`config.mk`:
```
export PLATFORM = sky130hd
export DESIGN_NAME = cart_bus_control
export DESIGN_NICKNAME = d
export VERILOG_FILES = /design/src/hdl/cart_bus_pkg.sv /design/src/hdl/sdc_pkg.sv /design/src/hdl/cart_bus_control.sv
export SDC_FILE = /design/constraint.sdc
export NUM_CORES = 1
export LEC_CHECK = 0
export BUFFER_PORTS_ARGS = -buffer_cell sky130_fd_sc_hd__buf_4
export CAP_MARGIN = 20
export CORE_MARGIN = 3
export CORE_UTILIZATION = 28
export DETAILED_ROUTE_END_ITERATION = 7
export GPL_ROUTABILITY_DRIVEN = 0
export HOLD_SLACK_MARGIN = 0.02
export SYNTH_ARGS = -nofsm -noshare
export SYNTH_HDL_FRONTEND = slang
export SYNTH_SLANG_ARGS = --single-unit
export TNS_END_PERCENT = 1
```
`constraint.sdc`:
```
create_clock -name clk108_w -period 1.25 [get_ports clk108_w]
set_clock_uncertainty 0.2 [all_clocks]
set_input_delay 0.0625 -clock clk108_w [delete_from_list [all_inputs] [get_ports clk108_w]]
set_output_delay 0.0625 -clock clk108_w [all_outputs]
set_load 0.02 [all_outputs]
```
`src/hdl/cart_bus_pkg.sv`:
```
`default_nettype none

// host side of the cartridge slot
package cart_bus_pkg;

    typedef logic [15:0] addr_t;    // z80 address
    typedef logic [7:0]  data_t;    // z80 data byte
    typedef logic [2:0]  msel_t;    // active low mux group select

    // one host cycle as rebuilt from the mux pins
    typedef struct packed {
        addr_t addr;
        logic  merq_n;
        logic  iorq_n;
        logic  m1_n;
        logic  rd_n;
        logic  wr_n;
        logic  sltsl_n;
    } bus_cycle_t;

    // dot sequencer, select then capture for each pin group
    typedef enum logic [2:0] {
        sel_low,
        cap_low,
        sel_high,
        cap_high,
        sel_ctrl,
        cap_ctrl,
        release_sel,    // all groups off
        idle
    } dot_phase_t;

    localparam data_t IDLE_DATA = 8'hff;    // pulled up bus

endpackage

`default_nettype wire

```
`src/hdl/sdc_pkg.sv`:
```
`default_nettype none

// sd controller window and card reader interface
package sdc_pkg;

    typedef logic [31:0] sector_t;

    localparam logic [15:0] SDC_SDATA  = 16'h7c00;  // 512 byte transfer area
    localparam logic [15:0] SDC_ENABLE = 16'h7e00;  // bit 0 opens the window
    localparam logic [15:0] SDC_CMD    = 16'h7e01;
    localparam logic [15:0] SDC_STATUS = 16'h7e02;
    localparam logic [15:0] SDC_SADDR  = 16'h7e03;  // 4 bytes, lsb first
    localparam logic [15:0] SDC_C_SIZE = 16'h7e07;  // 3 bytes
    localparam logic [15:0] SDC_CTYPE  = 16'h7e0a;
    localparam logic [15:0] SDC_MID    = 16'h7e0b;
    localparam logic [15:0] SDC_PSN    = 16'h7e0c;  // 4 bytes
    localparam logic [15:0] SDC_END    = 16'h7eff;

    localparam logic [7:0] MAPPER_PORT = 8'h8f;

    typedef struct packed {
        logic [1:0]  card_type;     // 0 unknown, 1 sdv1, 2 sdv2, 3 sdhc
        logic [21:0] c_size;
        logic [7:0]  mid;
        logic [31:0] psn;
    } card_info_t;

    typedef struct packed {
        logic    rstart;
        logic    wstart;
        logic    init;
        sector_t sector;
    } card_req_t;

    typedef struct packed {
        logic busy;
        logic done;
        logic crc_error;
        logic timeout_error;
    } card_stat_t;

    typedef enum logic [1:0] {konami, konami_scc, ascii16, ascii8} mapper_type_t;

endpackage

`default_nettype wire

```
`src/hdl/cart_bus_control.sv`:
```
`timescale 1ns/1ps
`default_nettype none

module cart_bus_control (
    input  wire                             clk108_w,
    input  wire                             ram_enabled_w,
    input  wire cart_bus_pkg::bus_cycle_t   cycle,
    input  wire cart_bus_pkg::data_t        cd_in,
    input  wire                             sd_enabled,
    input  wire cart_bus_pkg::data_t        reg_rdata,
    input  wire cart_bus_pkg::data_t        buf_rdata,
    output cart_bus_pkg::msel_t             msel_n,
    output logic                            capture,
    output logic                            sdc_enable_wr,
    output logic                            sdc_sel,
    output logic                            buf_sel,
    output sdc_pkg::mapper_type_t           mapper_type,
    output cart_bus_pkg::data_t             cd_out,
    output logic                            datadir
);
    import cart_bus_pkg::*;
    import sdc_pkg::*;

    dot_phase_t phase_q;
    logic       slot_mem;
    logic       io_wr;
    logic       sdc_rd_q;
    logic       buf_rd_q;
    logic       buf_rd_q2;

    ////////////////////////////////////////////////////////////
    // dot sequencer
    always_ff @(posedge clk108_w or negedge ram_enabled_w) begin
        if (!ram_enabled_w) begin
            phase_q <= idle;
        end else begin
            phase_q <= dot_phase_t'(phase_q + 3'd1);    // idle wraps to sel_low
        end
    end

    always_comb begin
        case (phase_q)
            sel_low, cap_low:   msel_n = 3'b110;    // a0-a7
            sel_high, cap_high: msel_n = 3'b101;    // a8-a15
            sel_ctrl, cap_ctrl: msel_n = 3'b011;    // merq, iorq, m1
            default:            msel_n = 3'b111;
        endcase
        capture = phase_q inside {cap_low, cap_high, cap_ctrl};
    end

    ////////////////////////////////////////////////////////////
    // cycle decode
    assign slot_mem      = ~cycle.sltsl_n & ~cycle.merq_n & cycle.iorq_n & cycle.m1_n;
    assign sdc_enable_wr = slot_mem & ~cycle.wr_n & (cycle.addr == SDC_ENABLE);
    assign sdc_sel = slot_mem & sd_enabled & (cycle.addr >= SDC_ENABLE) & (cycle.addr <= SDC_END);
    assign buf_sel = slot_mem & sd_enabled & (cycle.addr >= SDC_SDATA) & (cycle.addr < SDC_ENABLE);
    assign io_wr   = ~cycle.iorq_n & cycle.m1_n & cycle.rd_n & ~cycle.wr_n
                   & (cycle.addr[7:0] == MAPPER_PORT);
    assign datadir = ~(~cycle.rd_n & ~cycle.sltsl_n);  // low drives cd toward the host

    always_ff @(posedge clk108_w or negedge ram_enabled_w) begin
        if (!ram_enabled_w) begin
            mapper_type <= konami;
        end else if (io_wr) begin
            case (cd_in)
                8'h05:   mapper_type <= konami_scc;
                8'h16:   mapper_type <= ascii16;
                8'h08:   mapper_type <= ascii8;
                default: mapper_type <= konami;
            endcase
        end
    end

    ////////////////////////////////////////////////////////////
    // read data, the ram path is one stage longer
    always_ff @(posedge clk108_w or negedge ram_enabled_w) begin
        if (!ram_enabled_w) begin
            sdc_rd_q  <= 1'b0;
            buf_rd_q  <= 1'b0;
            buf_rd_q2 <= 1'b0;
            cd_out    <= IDLE_DATA;
        end else begin
            sdc_rd_q  <= sdc_sel & ~cycle.rd_n;
            buf_rd_q  <= buf_sel & ~cycle.rd_n;
            buf_rd_q2 <= buf_rd_q;
            if (sdc_rd_q)
                cd_out <= reg_rdata;
            else if (buf_rd_q2)
                cd_out <= buf_rdata;
            else
                cd_out <= IDLE_DATA;    // nobody claims it
        end
    end

endmodule

`default_nettype wire

```
== Word-level counts from Yosys, hierarchy flattened ==
Index checks and enable logic that the tools add are counted.
Cells by class
  multiplexer cells: 4
  add/sub/neg operators: 1
  order comparisons: 4
  bitwise gates (word level): 23
  equality and inequality tests: 10
  reduce and logical (&&, ||, !) cells: 5
Operator list (count)
  16-bit by 15-bit >= comparator with 1-bit output (second input constant): 2
  1-bit bitwise AND: 17
  16-bit by 15-bit equality test with 1-bit output (second input constant): 1
  16-bit by 15-bit <= comparator with 1-bit output (second input constant): 1
  16-bit by 15-bit < comparator with 1-bit output (second input constant): 1
  8-bit 2-to-1 mux: 2
  3-bit case mux with 3 select lines: 1
  8-bit by 3-bit equality test with 1-bit output (second input constant): 1
  8-bit by 4-bit equality test with 1-bit output (second input constant): 1
  8-bit by 5-bit equality test with 1-bit output (second input constant): 1
  8-bit equality test (second input constant): 1
  3-bit by 2-bit equality test with 1-bit output (second input constant): 2
  3-bit equality test (second input constant): 2
  1-bit inverter: 6
  2-bit case mux with 3 select lines: 1
  2-bit OR reduction: 3
  3-bit by 1-bit adder with 3-bit output (second input constant): 1
  3-bit by 1-bit equality test with 1-bit output (second input constant): 1
  3-bit logical NOT: 1
  3-bit nonzero test: 1
Word-level totals
  word-level logic and storage cells: 53
  output and inout port bits: 18
  bits in registers: 16

== Longest topological paths before layout ==
Gate-level depths: netlist (run 1).
  depth after elaboration: 8
  depth in mapped cells: 5
  depth with buffers taken out: 5

== Worst setup path before layout (run 1) ==
OpenSTA, ideal clock, no wires.
  kind: register to output
  start point: reg phase_q[0]
  end point: out msel_n[1]
  buffers on the path: 0
  arrival: 1.380 ns
  cell stages (with the launch flop): 5
  data required time: 0.988 ns
  path slack: -0.392 ns
  cell sequence: dfstp_2 -> inv_1 -> ha_1 -> nor2b_1 -> o21ai_0
Between the ends
  longest elaborated chain between the ends: 3
Ends and longest elaborated chain
  from (decl): RTL line cart_bus_control.sv:24  | dot_phase_t phase_q;
  from (signal assigned): RTL line cart_bus_control.sv:35  | phase_q <= idle;
  from (signal assigned): RTL line cart_bus_control.sv:37  | phase_q <= dot_phase_t'(phase_q + 3'd1);
  3-bit equality test, or another cell as far along: RTL line cart_bus_control.sv:42  | case (phase_q)
  2-bit OR reduction: RTL line cart_bus_control.sv:42
  3-bit case mux with 3 select lines (*): RTL line cart_bus_control.sv:42
  to (decl): RTL line cart_bus_control.sv:12  | output cart_bus_pkg::msel_t msel_n,
Every way passes the cells marked *; elsewhere a longest branch is shown, timed or not.

== Worst setup path after layout (run 1) ==
  start point: reg phase_q[0]
  end point: out msel_n[0]
The elaborated chain is that of the path after synthesis.

==> metrics.txt, run 1 <==
vias in the first global route=about 1100; Synth Instances=88; # rows=19; failing checks=negative hold slack, negative setup slack; Layout area overhead=121%; final instance area=around 1900 um^2; setup ws final=-493 ps; chip height=around 61 um; PD cells=around 570 nW/um^2; status=complete, but fails checks; total iterations of the first detailed-routing run=4; Leak Pwr=slightly above 0.9 nW; peak fanout along the critical path=3; RSZ-0062 raised after global routing=true; Post-Syn Nets=about 140; Max Clock Freq=roughly 570 MHz; final hold slack=-124 ps; Post-Syn Area=around 860 um^2; clk buf depth=2; hpwl dp=2050 um; CTS tree=built; commonest non-fill, non-tap cell in the layout=buf_4; Worst Max-Slew Pin Slew=317 ps; H-tree depth=1; Setup CP Type=reg2out; Synth Warn #=0; clock sink count=16; WL met3=around 160 um; WL met1=942 um; most frequent cells in the layout=72 x buf_4, 19 x dlygate4sd3_1, 11 x inv_1, 11 x dfstp_2; vias post-DR=1034; FF+latch area=approximately 410 um^2; pins over their slew limit=0; largest net degree at the start of global routing=13; Detailed Route WL=~2900 um; critical path required time=between 900 and 1000 ps; Ports=67; Max-cap violations=0; unique cell type count in the Yosys netlist=33; grt total ovfl=0; Clock Pin Slew Worst Setup and Hold Paths=approximately 80 ps; final setup vio count=8; Die ar.=around 3800 um^2; Starting DRT DRC Count=16; Hold Vio Cnt, Final=4; die width=between 60 and 70 um; IO Port Bufs=66; proportion of layout cells with a drive suffix above 1=0.623; final net count=about 250; Crit. End Element=primary output; ANT nets after route=0; WP data arrival=around 1500 ps; CTS root buffer=clkbuf_4; Placed Area=~1500 um^2; area of the multi-input gates=522 um^2; top sig layer=met4; WL met2=between 1500 and 2000 um; Tmin final=about 1700 ps; Remaining DRCs=0; Initial Util=0.302; vias per cell=4.66; Startpoint Class=flop; CORE AREA=2850 um^2; first-pass GRT wire length=between 4000 and 5000 um; flops & latches, synth=16; Final Cycle Share=1.39; Rel. slew slack=0.787; CTS Hold Bufs=21; CTS buffer count=3; maximum vdd drop=roughly 530 uV; mean routed wirelength per cell=about 13 um; sequential element share of the synthesized area=0.480; Clk Latency, worst-skew pair=280 ps; mean post-synth cell area=9.80 um^2; GRT Total Usage=0.164; DP Worst Slack=-192 ps; Fillers=around 240; initial antenna violation count=0; worst hold-check path type=in2reg; final antenna diode count=0
[layer usage]
metal  up-vias  GRT usage
met5         -          0
met1       480      0.153
met2        41      0.345
met3         2     0.0419
li1        511          -
met4         0     0.0364
[logic make-up (layout without fill, tap and decap cells)]
group                    after synthesis  after routing  share of synthesized area
buffers and inverters                 14            117                     0.0610
multiplexers                           2              2                     0.0261
AO/OA/AOI/OAI                         12             12                     0.0842
adder cells (fa/ha/maj)                5              5                     0.0726
flip-flops                            16             16                      0.480
AND/OR/NAND/NOR                       39             39                      0.276
[registers in the layout, indices dropped and copies added (netlist names)]
| signal | flops |
|---|---|
| cd_out | 8 |
| phase_q | 3 |
| mapper_type | 2 |
| sdc_rd_q | 1 |
| buf_rd_q2 | 1 |
| buf_rd_q | 1 |
[worst paths after layout]
kind                               to          start  slack (ps)  cells past startpoint
setup / recovery            msel_n[0]     phase_q[0]        -490                      6
max in group asynchronous    sdc_rd_q  ram_enabled_w         410                      3
hold / removal               sdc_rd_q      cycle[14]        -120                      3
min in group asynchronous   cd_out[1]  ram_enabled_w         150                      2
hold reg to reg             buf_rd_q2       buf_rd_q         150                      0
setup reg to reg           phase_q[2]     phase_q[0]         -50                      3
[area by class of cell]
type / instances / share of cell area
inverter: 13 / 0.0269
clock buffer: 4 / 0.0190
timing repair buffer: 100 / 0.443
sequential: 16 / 0.217
tap: 31 / 0.0204
multi-input combinational: 58 / 0.274
[Yosys cell counts]
library cell | instances | share of area
nor2_1 | 11 | 0.048
a2111oi_2 | 1 | 0.017
o21ai_0 | 2 | 0.012
dfrtp_1 | 5 | 0.15
ha_1 | 5 | 0.073
or4b_1 | 1 | 0.012
clkbuf_1 | 1 | 0.0043
mux2_1 | 1 | 0.013
nor2b_1 | 1 | 0.0073
a211oi_1 | 1 | 0.0087
or4_1 | 1 | 0.0087
nor3b_1 | 1 | 0.0087
nor3_1 | 4 | 0.023
a21oi_1 | 8 | 0.046
and4_1 | 1 | 0.010
nand4_1 | 1 | 0.0073
or2_2 | 1 | 0.0073
dfstp_2 | 11 | 0.34
nand4b_1 | 1 | 0.010
or3b_1 | 1 | 0.010
mux2_2 | 1 | 0.013
nor4_2 | 1 | 0.015
nand2b_1 | 3 | 0.022
nand3_1 | 1 | 0.0058
and3_1 | 1 | 0.0073
or4_4 | 1 | 0.013
and4b_1 | 1 | 0.012
nor4_1 | 1 | 0.0073
nand2_1 | 3 | 0.013
or3_1 | 1 | 0.0073
nand3b_1 | 1 | 0.0087
nand4bb_1 | 1 | 0.013
inv_1 | 13 | 0.057
[critical path: stages, from the launching register on]
cell	delay, ps
dfstp_2	600
inv_4	60
ha_4	160
nor2_4	160
nor2_4	50
nand2_2	60
buf_6	110
[timing repair]
action	4_1_cts	5_1_grt
hold endpoints to repair	28	4
setup buffers	2	1
setup endpoints to repair	8	13
pin swaps	3	4
resized for setup	16	8
[power by group]
group / internal [mW] / leakage (nW) / switching [mW]
combinational: 0.168 / 0.708 / 0.0735
clock: 0.177 / 0.0210 / 0.145
sequential: 0.519 / 0.186 / 0.0000197
total: 0.864 / 0.915 / 0.219
[through the flow]
step	TNS (ps)	utilization	std cells	total power [mW]
after floorplan	-430	-	88	0.554
after global placement	-1380	0.532	194	0.703
after detailed placement	-1530	0.532	194	0.707
after CTS	-2510	0.649	221	1.09
after global routing	-2810	0.668	222	1.15
final	-2330	0.668	222	1.08
Note: power is estimated with default switching activity, not from simulation.
==> run 2, diff against run 1 <==
--- a/config.mk
+++ b/config.mk
@@ -12,6 +12,7 @@
 export DETAILED_ROUTE_END_ITERATION = 7
 export GPL_ROUTABILITY_DRIVEN = 0
 export HOLD_SLACK_MARGIN = 0.02
+export PLACE_DENSITY_LB_ADDON = 0.05
 export SYNTH_ARGS = -nofsm -noshare
 export SYNTH_HDL_FRONTEND = slang
 export SYNTH_SLANG_ARGS = --single-unit
==> constraint.sdc (replaced) <==
create_clock -name clk108_w -period 1.8 [get_ports clk108_w]
set_clock_uncertainty 0.2 [all_clocks]
set_input_delay 0.09 -clock clk108_w [delete_from_list [all_inputs] [get_ports clk108_w]]
set_output_delay 0.09 -clock clk108_w [all_outputs]
set_load 0.02 [all_outputs]
==> metrics.txt, run 2 (synthesized netlist as in run 1, its figures left out) <==
clock sink count=16; Layout area overhead=98.3%; total iterations of the first detailed-routing run=4; setup ws final=approximately 62 ps; Leak Pwr=0.822 nW; vias in the first global route=slightly above 900; Final Util=0.599; Max Clock Freq=~580 MHz; Initial Util=0.302; CTS tree=built; setup TNS=0 ps; vias post-DR=between 900 and 1000; Detailed Route WL=2410 um; GRT met3 Usage=0.0210; GR peak layer=met2; CTS buffer count=3; crit-path cells=inv_2 -> ha_2 -> nor2b_1 -> o21ai_1 -> buf_4; final instance area=approximately 1700 um^2; Max-cap violations=0; postcts setup bufs=0; Final Cycle Share=0.966; initial antenna violation count=0; status=complete, no violations; Worst Max-Slew Pin Slew=318 ps; DP Worst Slack=between 200 and 300 ps; mean routed wirelength per cell=between 10 and 15 um; CTS root buffer=clkbuf_4; H-tree depth=1; grt total ovfl=0; maximum vdd drop=between 150 and 200 uV; WP data arrival=~1500 ps; Clock Pin Slew Worst Setup and Hold Paths=about 80 ps; Layout Cells excl Fill=214; first-pass GRT wire length=roughly 3500 um; met1 usage=0.116; GRT Total Usage=0.127; IO Port Bufs=66; final hold slack=35.8 ps; Remaining DRCs=0; Setup CP Type=reg2out; proportion of layout cells with a drive suffix above 1=0.508; Die ar.=3780 um^2; final setup vio count=0; Crit. End Element=primary output; power after layout=around 0.7 mW; pins over their slew limit=0; met2 usage in global routing=0.263; Tmin final=approximately 1700 ps; vias per cell=~4.5; Hold Vio Cnt, Final=0; most flop-heavy register=cd_out; Placed Area=roughly 1400 um^2; ANT nets after route=0; clk buf depth=2; PD cells=between 400 and 500 nW/um^2; cell family with most CP delay=flip-flops; final antenna diode count=0; slowest stage delay, CP=570 ps; Ports=67; number of flip-flops in the largest register=8; peak fanout along the critical path=4; largest net degree at the start of global routing=13; Startpoint Class=flop; commonest non-fill, non-tap cell in the layout=buf_4; hpwl dp=approximately 1800 um; Slowest cell on crit path=dfstp_2; final net count=between 200 and 250; chip height=slightly above 60 um; DP Cell Count=roughly 180; most frequent cells in the layout=65 x buf_4, 26 x dlygate4sd3_1, 12 x inv_1; largest registers=cd_out: 8 flops, phase_q: 3 flops, mapper_type: 2 flops; CORE AREA=around 2900 um^2; Clk Latency, worst-skew pair=approximately 280 ps; critical path required time=approximately 1500 ps; number of buffers and inverters on the critical path=2; Rel. slew slack=0.788; # rows=19; worst hold-check path type=in2reg; die width=about 61 um; Starting DRT DRC Count=14
## run 2: cell count changes in the layout (fill, tap and decap cells not counted), moves of 3 or more
cell / previous run / this run
ha_2: 1 / 4
dlygate4sd3_1: 19 / 26
buf_4: 72 / 65
nand2_2: 3 / 0
nand2_1: 0 / 3
ha_4: 4 / 0
buf_6: 6 / 1
## run 2: cell type report
type / count / area [um^2]
Tap cell: 31 / 38.8
Multi-Input combinational cell: 58 / 422
Inverter: 13 / 48.8
Fill cell: 246 / 1140
Sequential cell: 16 / 414
Clock buffer: 4 / 26.3
Timing Repair Buffer: 92 / 759
## run 2: repair_timing
action                                  CTS  global route
cloned                                    0             0
gates resized for setup                   2             9
hold endpoints to repair                 27             0
hold buffers                             26             0
endpoints found under the setup margin    2             4
pin swaps                                 0             1
## run 2: final timing paths
path / cells after the start / startpoint / slack [ps] / end
max in group asynchronous: 3 / ram_enabled_w / 520 / mapper_type[0]
worst min-delay path: 3 / cd_in[0] / 40 / mapper_type[1]
worst max register to register: 3 / sdc_rd_q / 160 / cd_out[6]
worst max-delay path: 5 / phase_q[0] / 60 / msel_n[1]
worst min register to register: 0 / buf_rd_q / 160 / buf_rd_q2
min in group asynchronous: 2 / ram_enabled_w / 180 / cd_out[4]
## run 2: tightest hold or removal path: stages
cell	delay [ps]
buf_4	90
a211oi_1	40
mux2_2	250
## run 2: routing by layer
layer / routed length, um / share of wire / vias to the layer above
met4: 27 / 0.011 / 0
met2: 1350 / 0.56 / 48
met3: 194 / 0.080 / 2
li1: - / - / 492
met1: 847 / 0.35 / 422
met5: 0 / 0 / -
## run 2: power by group
group / leakage, nW / internal (mW) / switching [mW]
registers: 0.186 / 0.361 / 0.0000148
clock network: 0.0150 / 0.0857 / 0.101
logic: 0.621 / 0.109 / 0.0459
==> run 3, diff against run 2 <==
--- a/config.mk
+++ b/config.mk
@@ -7,6 +7,7 @@
 export LEC_CHECK = 0
 export BUFFER_PORTS_ARGS = -buffer_cell sky130_fd_sc_hd__buf_4
 export CAP_MARGIN = 20
+export CORE_ASPECT_RATIO = 1.5
 export CORE_MARGIN = 3
 export CORE_UTILIZATION = 28
 export DETAILED_ROUTE_END_ITERATION = 7
==> metrics.txt, run 3 (synthesized netlist as in run 1, its figures left out) <==
hpwl dp=about 1900 um; vias in the first global route=between 900 and 1000; Rel. slew slack=0.715; grt total ovfl=0; maximum vdd drop=323 uV; Remaining DRCs=0; die width=51.3 um; peak fanout along the critical path=4; R2R cell count=3; ANT nets after route=0; H-tree depth=1; Max Clock Freq=578 MHz; WP data arrival=between 1000 and 1500 ps; Initial Util=0.293; sequential share of power=0.444; Gate power share=0.177; switching pwr=~0.16 mW; Clk Latency, worst-skew pair=roughly 250 ps; CORE AREA=2940 um^2; Detailed Route WL=between 2000 and 2500 um; Setup crit start=phase_q[0]; final antenna diode count=0; Clock Pin Slew Worst Setup and Hold Paths=60 ps; Die ar.=between 3000 and 4000 um^2; final net count=about 230; proportion of layout cells with a drive suffix above 1=0.503; most frequent cells in the layout=67 x buf_4, 21 x dlygate4sd3_1, 12 x inv_1; # rows=24; critical path required time=~1500 ps; total iterations of the first detailed-routing run=2; Worst Max-Slew Pin Slew=423 ps; power after layout=between 0.8 and 0.9 mW; Final Cycle Share=0.962; Clk pwr share=0.379; initial antenna violation count=0; Layout area overhead=94.9%; Crit. End Element=primary output; PD cells=between 400 and 500 nW/um^2; Starting DRT DRC Count=12; most flop-heavy register=cd_out; clk buf depth=2; CTS buffer count=3; IO Port Bufs=66; first-pass GRT wire length=between 3000 and 4000 um; worst reg2reg setup slack=approximately 200 ps; worst setup path endpoint=msel_n[1]; final setup vio count=0; Internal=~0.66 mW; pins over their slew limit=0; clock sink count=16; Tmin final=about 1700 ps; RSZ-0062 raised after global routing=true; largest net degree at the start of global routing=17; vias post-DR=between 900 and 1000; CTS root buffer=clkbuf_8; setup TNS=0 ps; CTS tree=built; Startpoint Class=flop; worst hold-check path type=in2async; Setup CP Type=reg2out; Hold Vio Cnt, Final=0; Max-cap violations=0; chip height=74.0 um; GRT Total Usage=0.134; Net Sw Frac=0.194; commonest non-fill, non-tap cell in the layout=buf_4; Ports=67; Leak Pwr=just over 0.8 nW; mean routed wirelength per cell=11.1 um; worst r2r src=sdc_rd_q; status=complete, no violations; number of flip-flops in the largest register=8; Crit Reg-Reg Endpoint=cd_out[6]; largest registers=cd_out: 8 flops, phase_q: 3 flops, mapper_type: 2 flops; vias per cell=4.43
==> run 3: cell count changes in the layout (fill, tap and decap cells not counted), moves of 2 or more <==
cell,delta
ha_1,+4
ha_2,-4
dlygate4sd3_1,-5
clkbuf_4,-3
clkbuf_8,+4
buf_4,+2
==> run 3: repair_timing <==
action                                  CTS  global route
pin swaps                                 0             1
resized for setup                         1             3
endpoints found under the hold margin    26             0
endpoints found under the setup margin    1             3
hold buffers                             21             0
setup buffers                             0             1
==> run 3: layout make-up <==
class	instances	area [um^2]
Inverter	13	48.8
Multi-Input combinational cell	58	400
Fill cell	299	1260
Clock buffer	4	55.1
Timing Repair Buffer	88	713
Tap cell	39	48.8
Sequential cell	16	414
==> run 3: routing by layer <==
metal,GRT usage,part of all wire
met1,0.120,0.32
met5,0,0
met3,0.0341,0.079
met2,0.283,0.59
met4,0.0350,0.0037
==> run 3: through the flow <==
stage	cells	setup WS (ps)	area, um^2	util	hold WS [ps]
6_report	218	69.1	1680	0.571	40.1
3_5_place_dp	192	255	1400	0.477	-240
3_3_place_gp	192	295	1400	0.477	-244
4_1_cts	217	23.5	1670	0.567	41.1
5_1_grt	218	-12.2	1680	0.571	60.1
2_1_floorplan	88	130	862	-	-406
==> run 3: power by group through the flow <==
stage / Clock, mW / Combinational [mW] / Sequential, mW
6_report: 0.309 / 0.144 / 0.361
5_1_grt: 0.336 / 0.159 / 0.361
4_1_cts: 0.324 / 0.145 / 0.361
3_5_place_dp: 0 / 0.113 / 0.367
3_3_place_gp: 0 / 0.111 / 0.367
2_1_floorplan: 0 / 0.0175 / 0.367
==> run 3: critical path, stage by stage (launching register included) <==
cell,delay [ps]
dfstp_2,550
inv_2,50
ha_1,200
nor2b_1,130
o21ai_1,110
buf_4,150
==> run 3: worst min path at each step <==
| stage | startpoint | to | slack [ps] | cells past startpoint |
|---|---|---|---|---|
| after global placement | ram_enabled_w | buf_rd_q2 | -240 | 1 |
| after floorplan | ram_enabled_w | buf_rd_q | -410 | 0 |
| final | ram_enabled_w | buf_rd_q2 | 40 | 2 |
| after global routing | ram_enabled_w | sdc_rd_q | 60 | 2 |
| after detailed placement | ram_enabled_w | buf_rd_q | -240 | 1 |
| after CTS | ram_enabled_w | buf_rd_q | 40 | 2 |
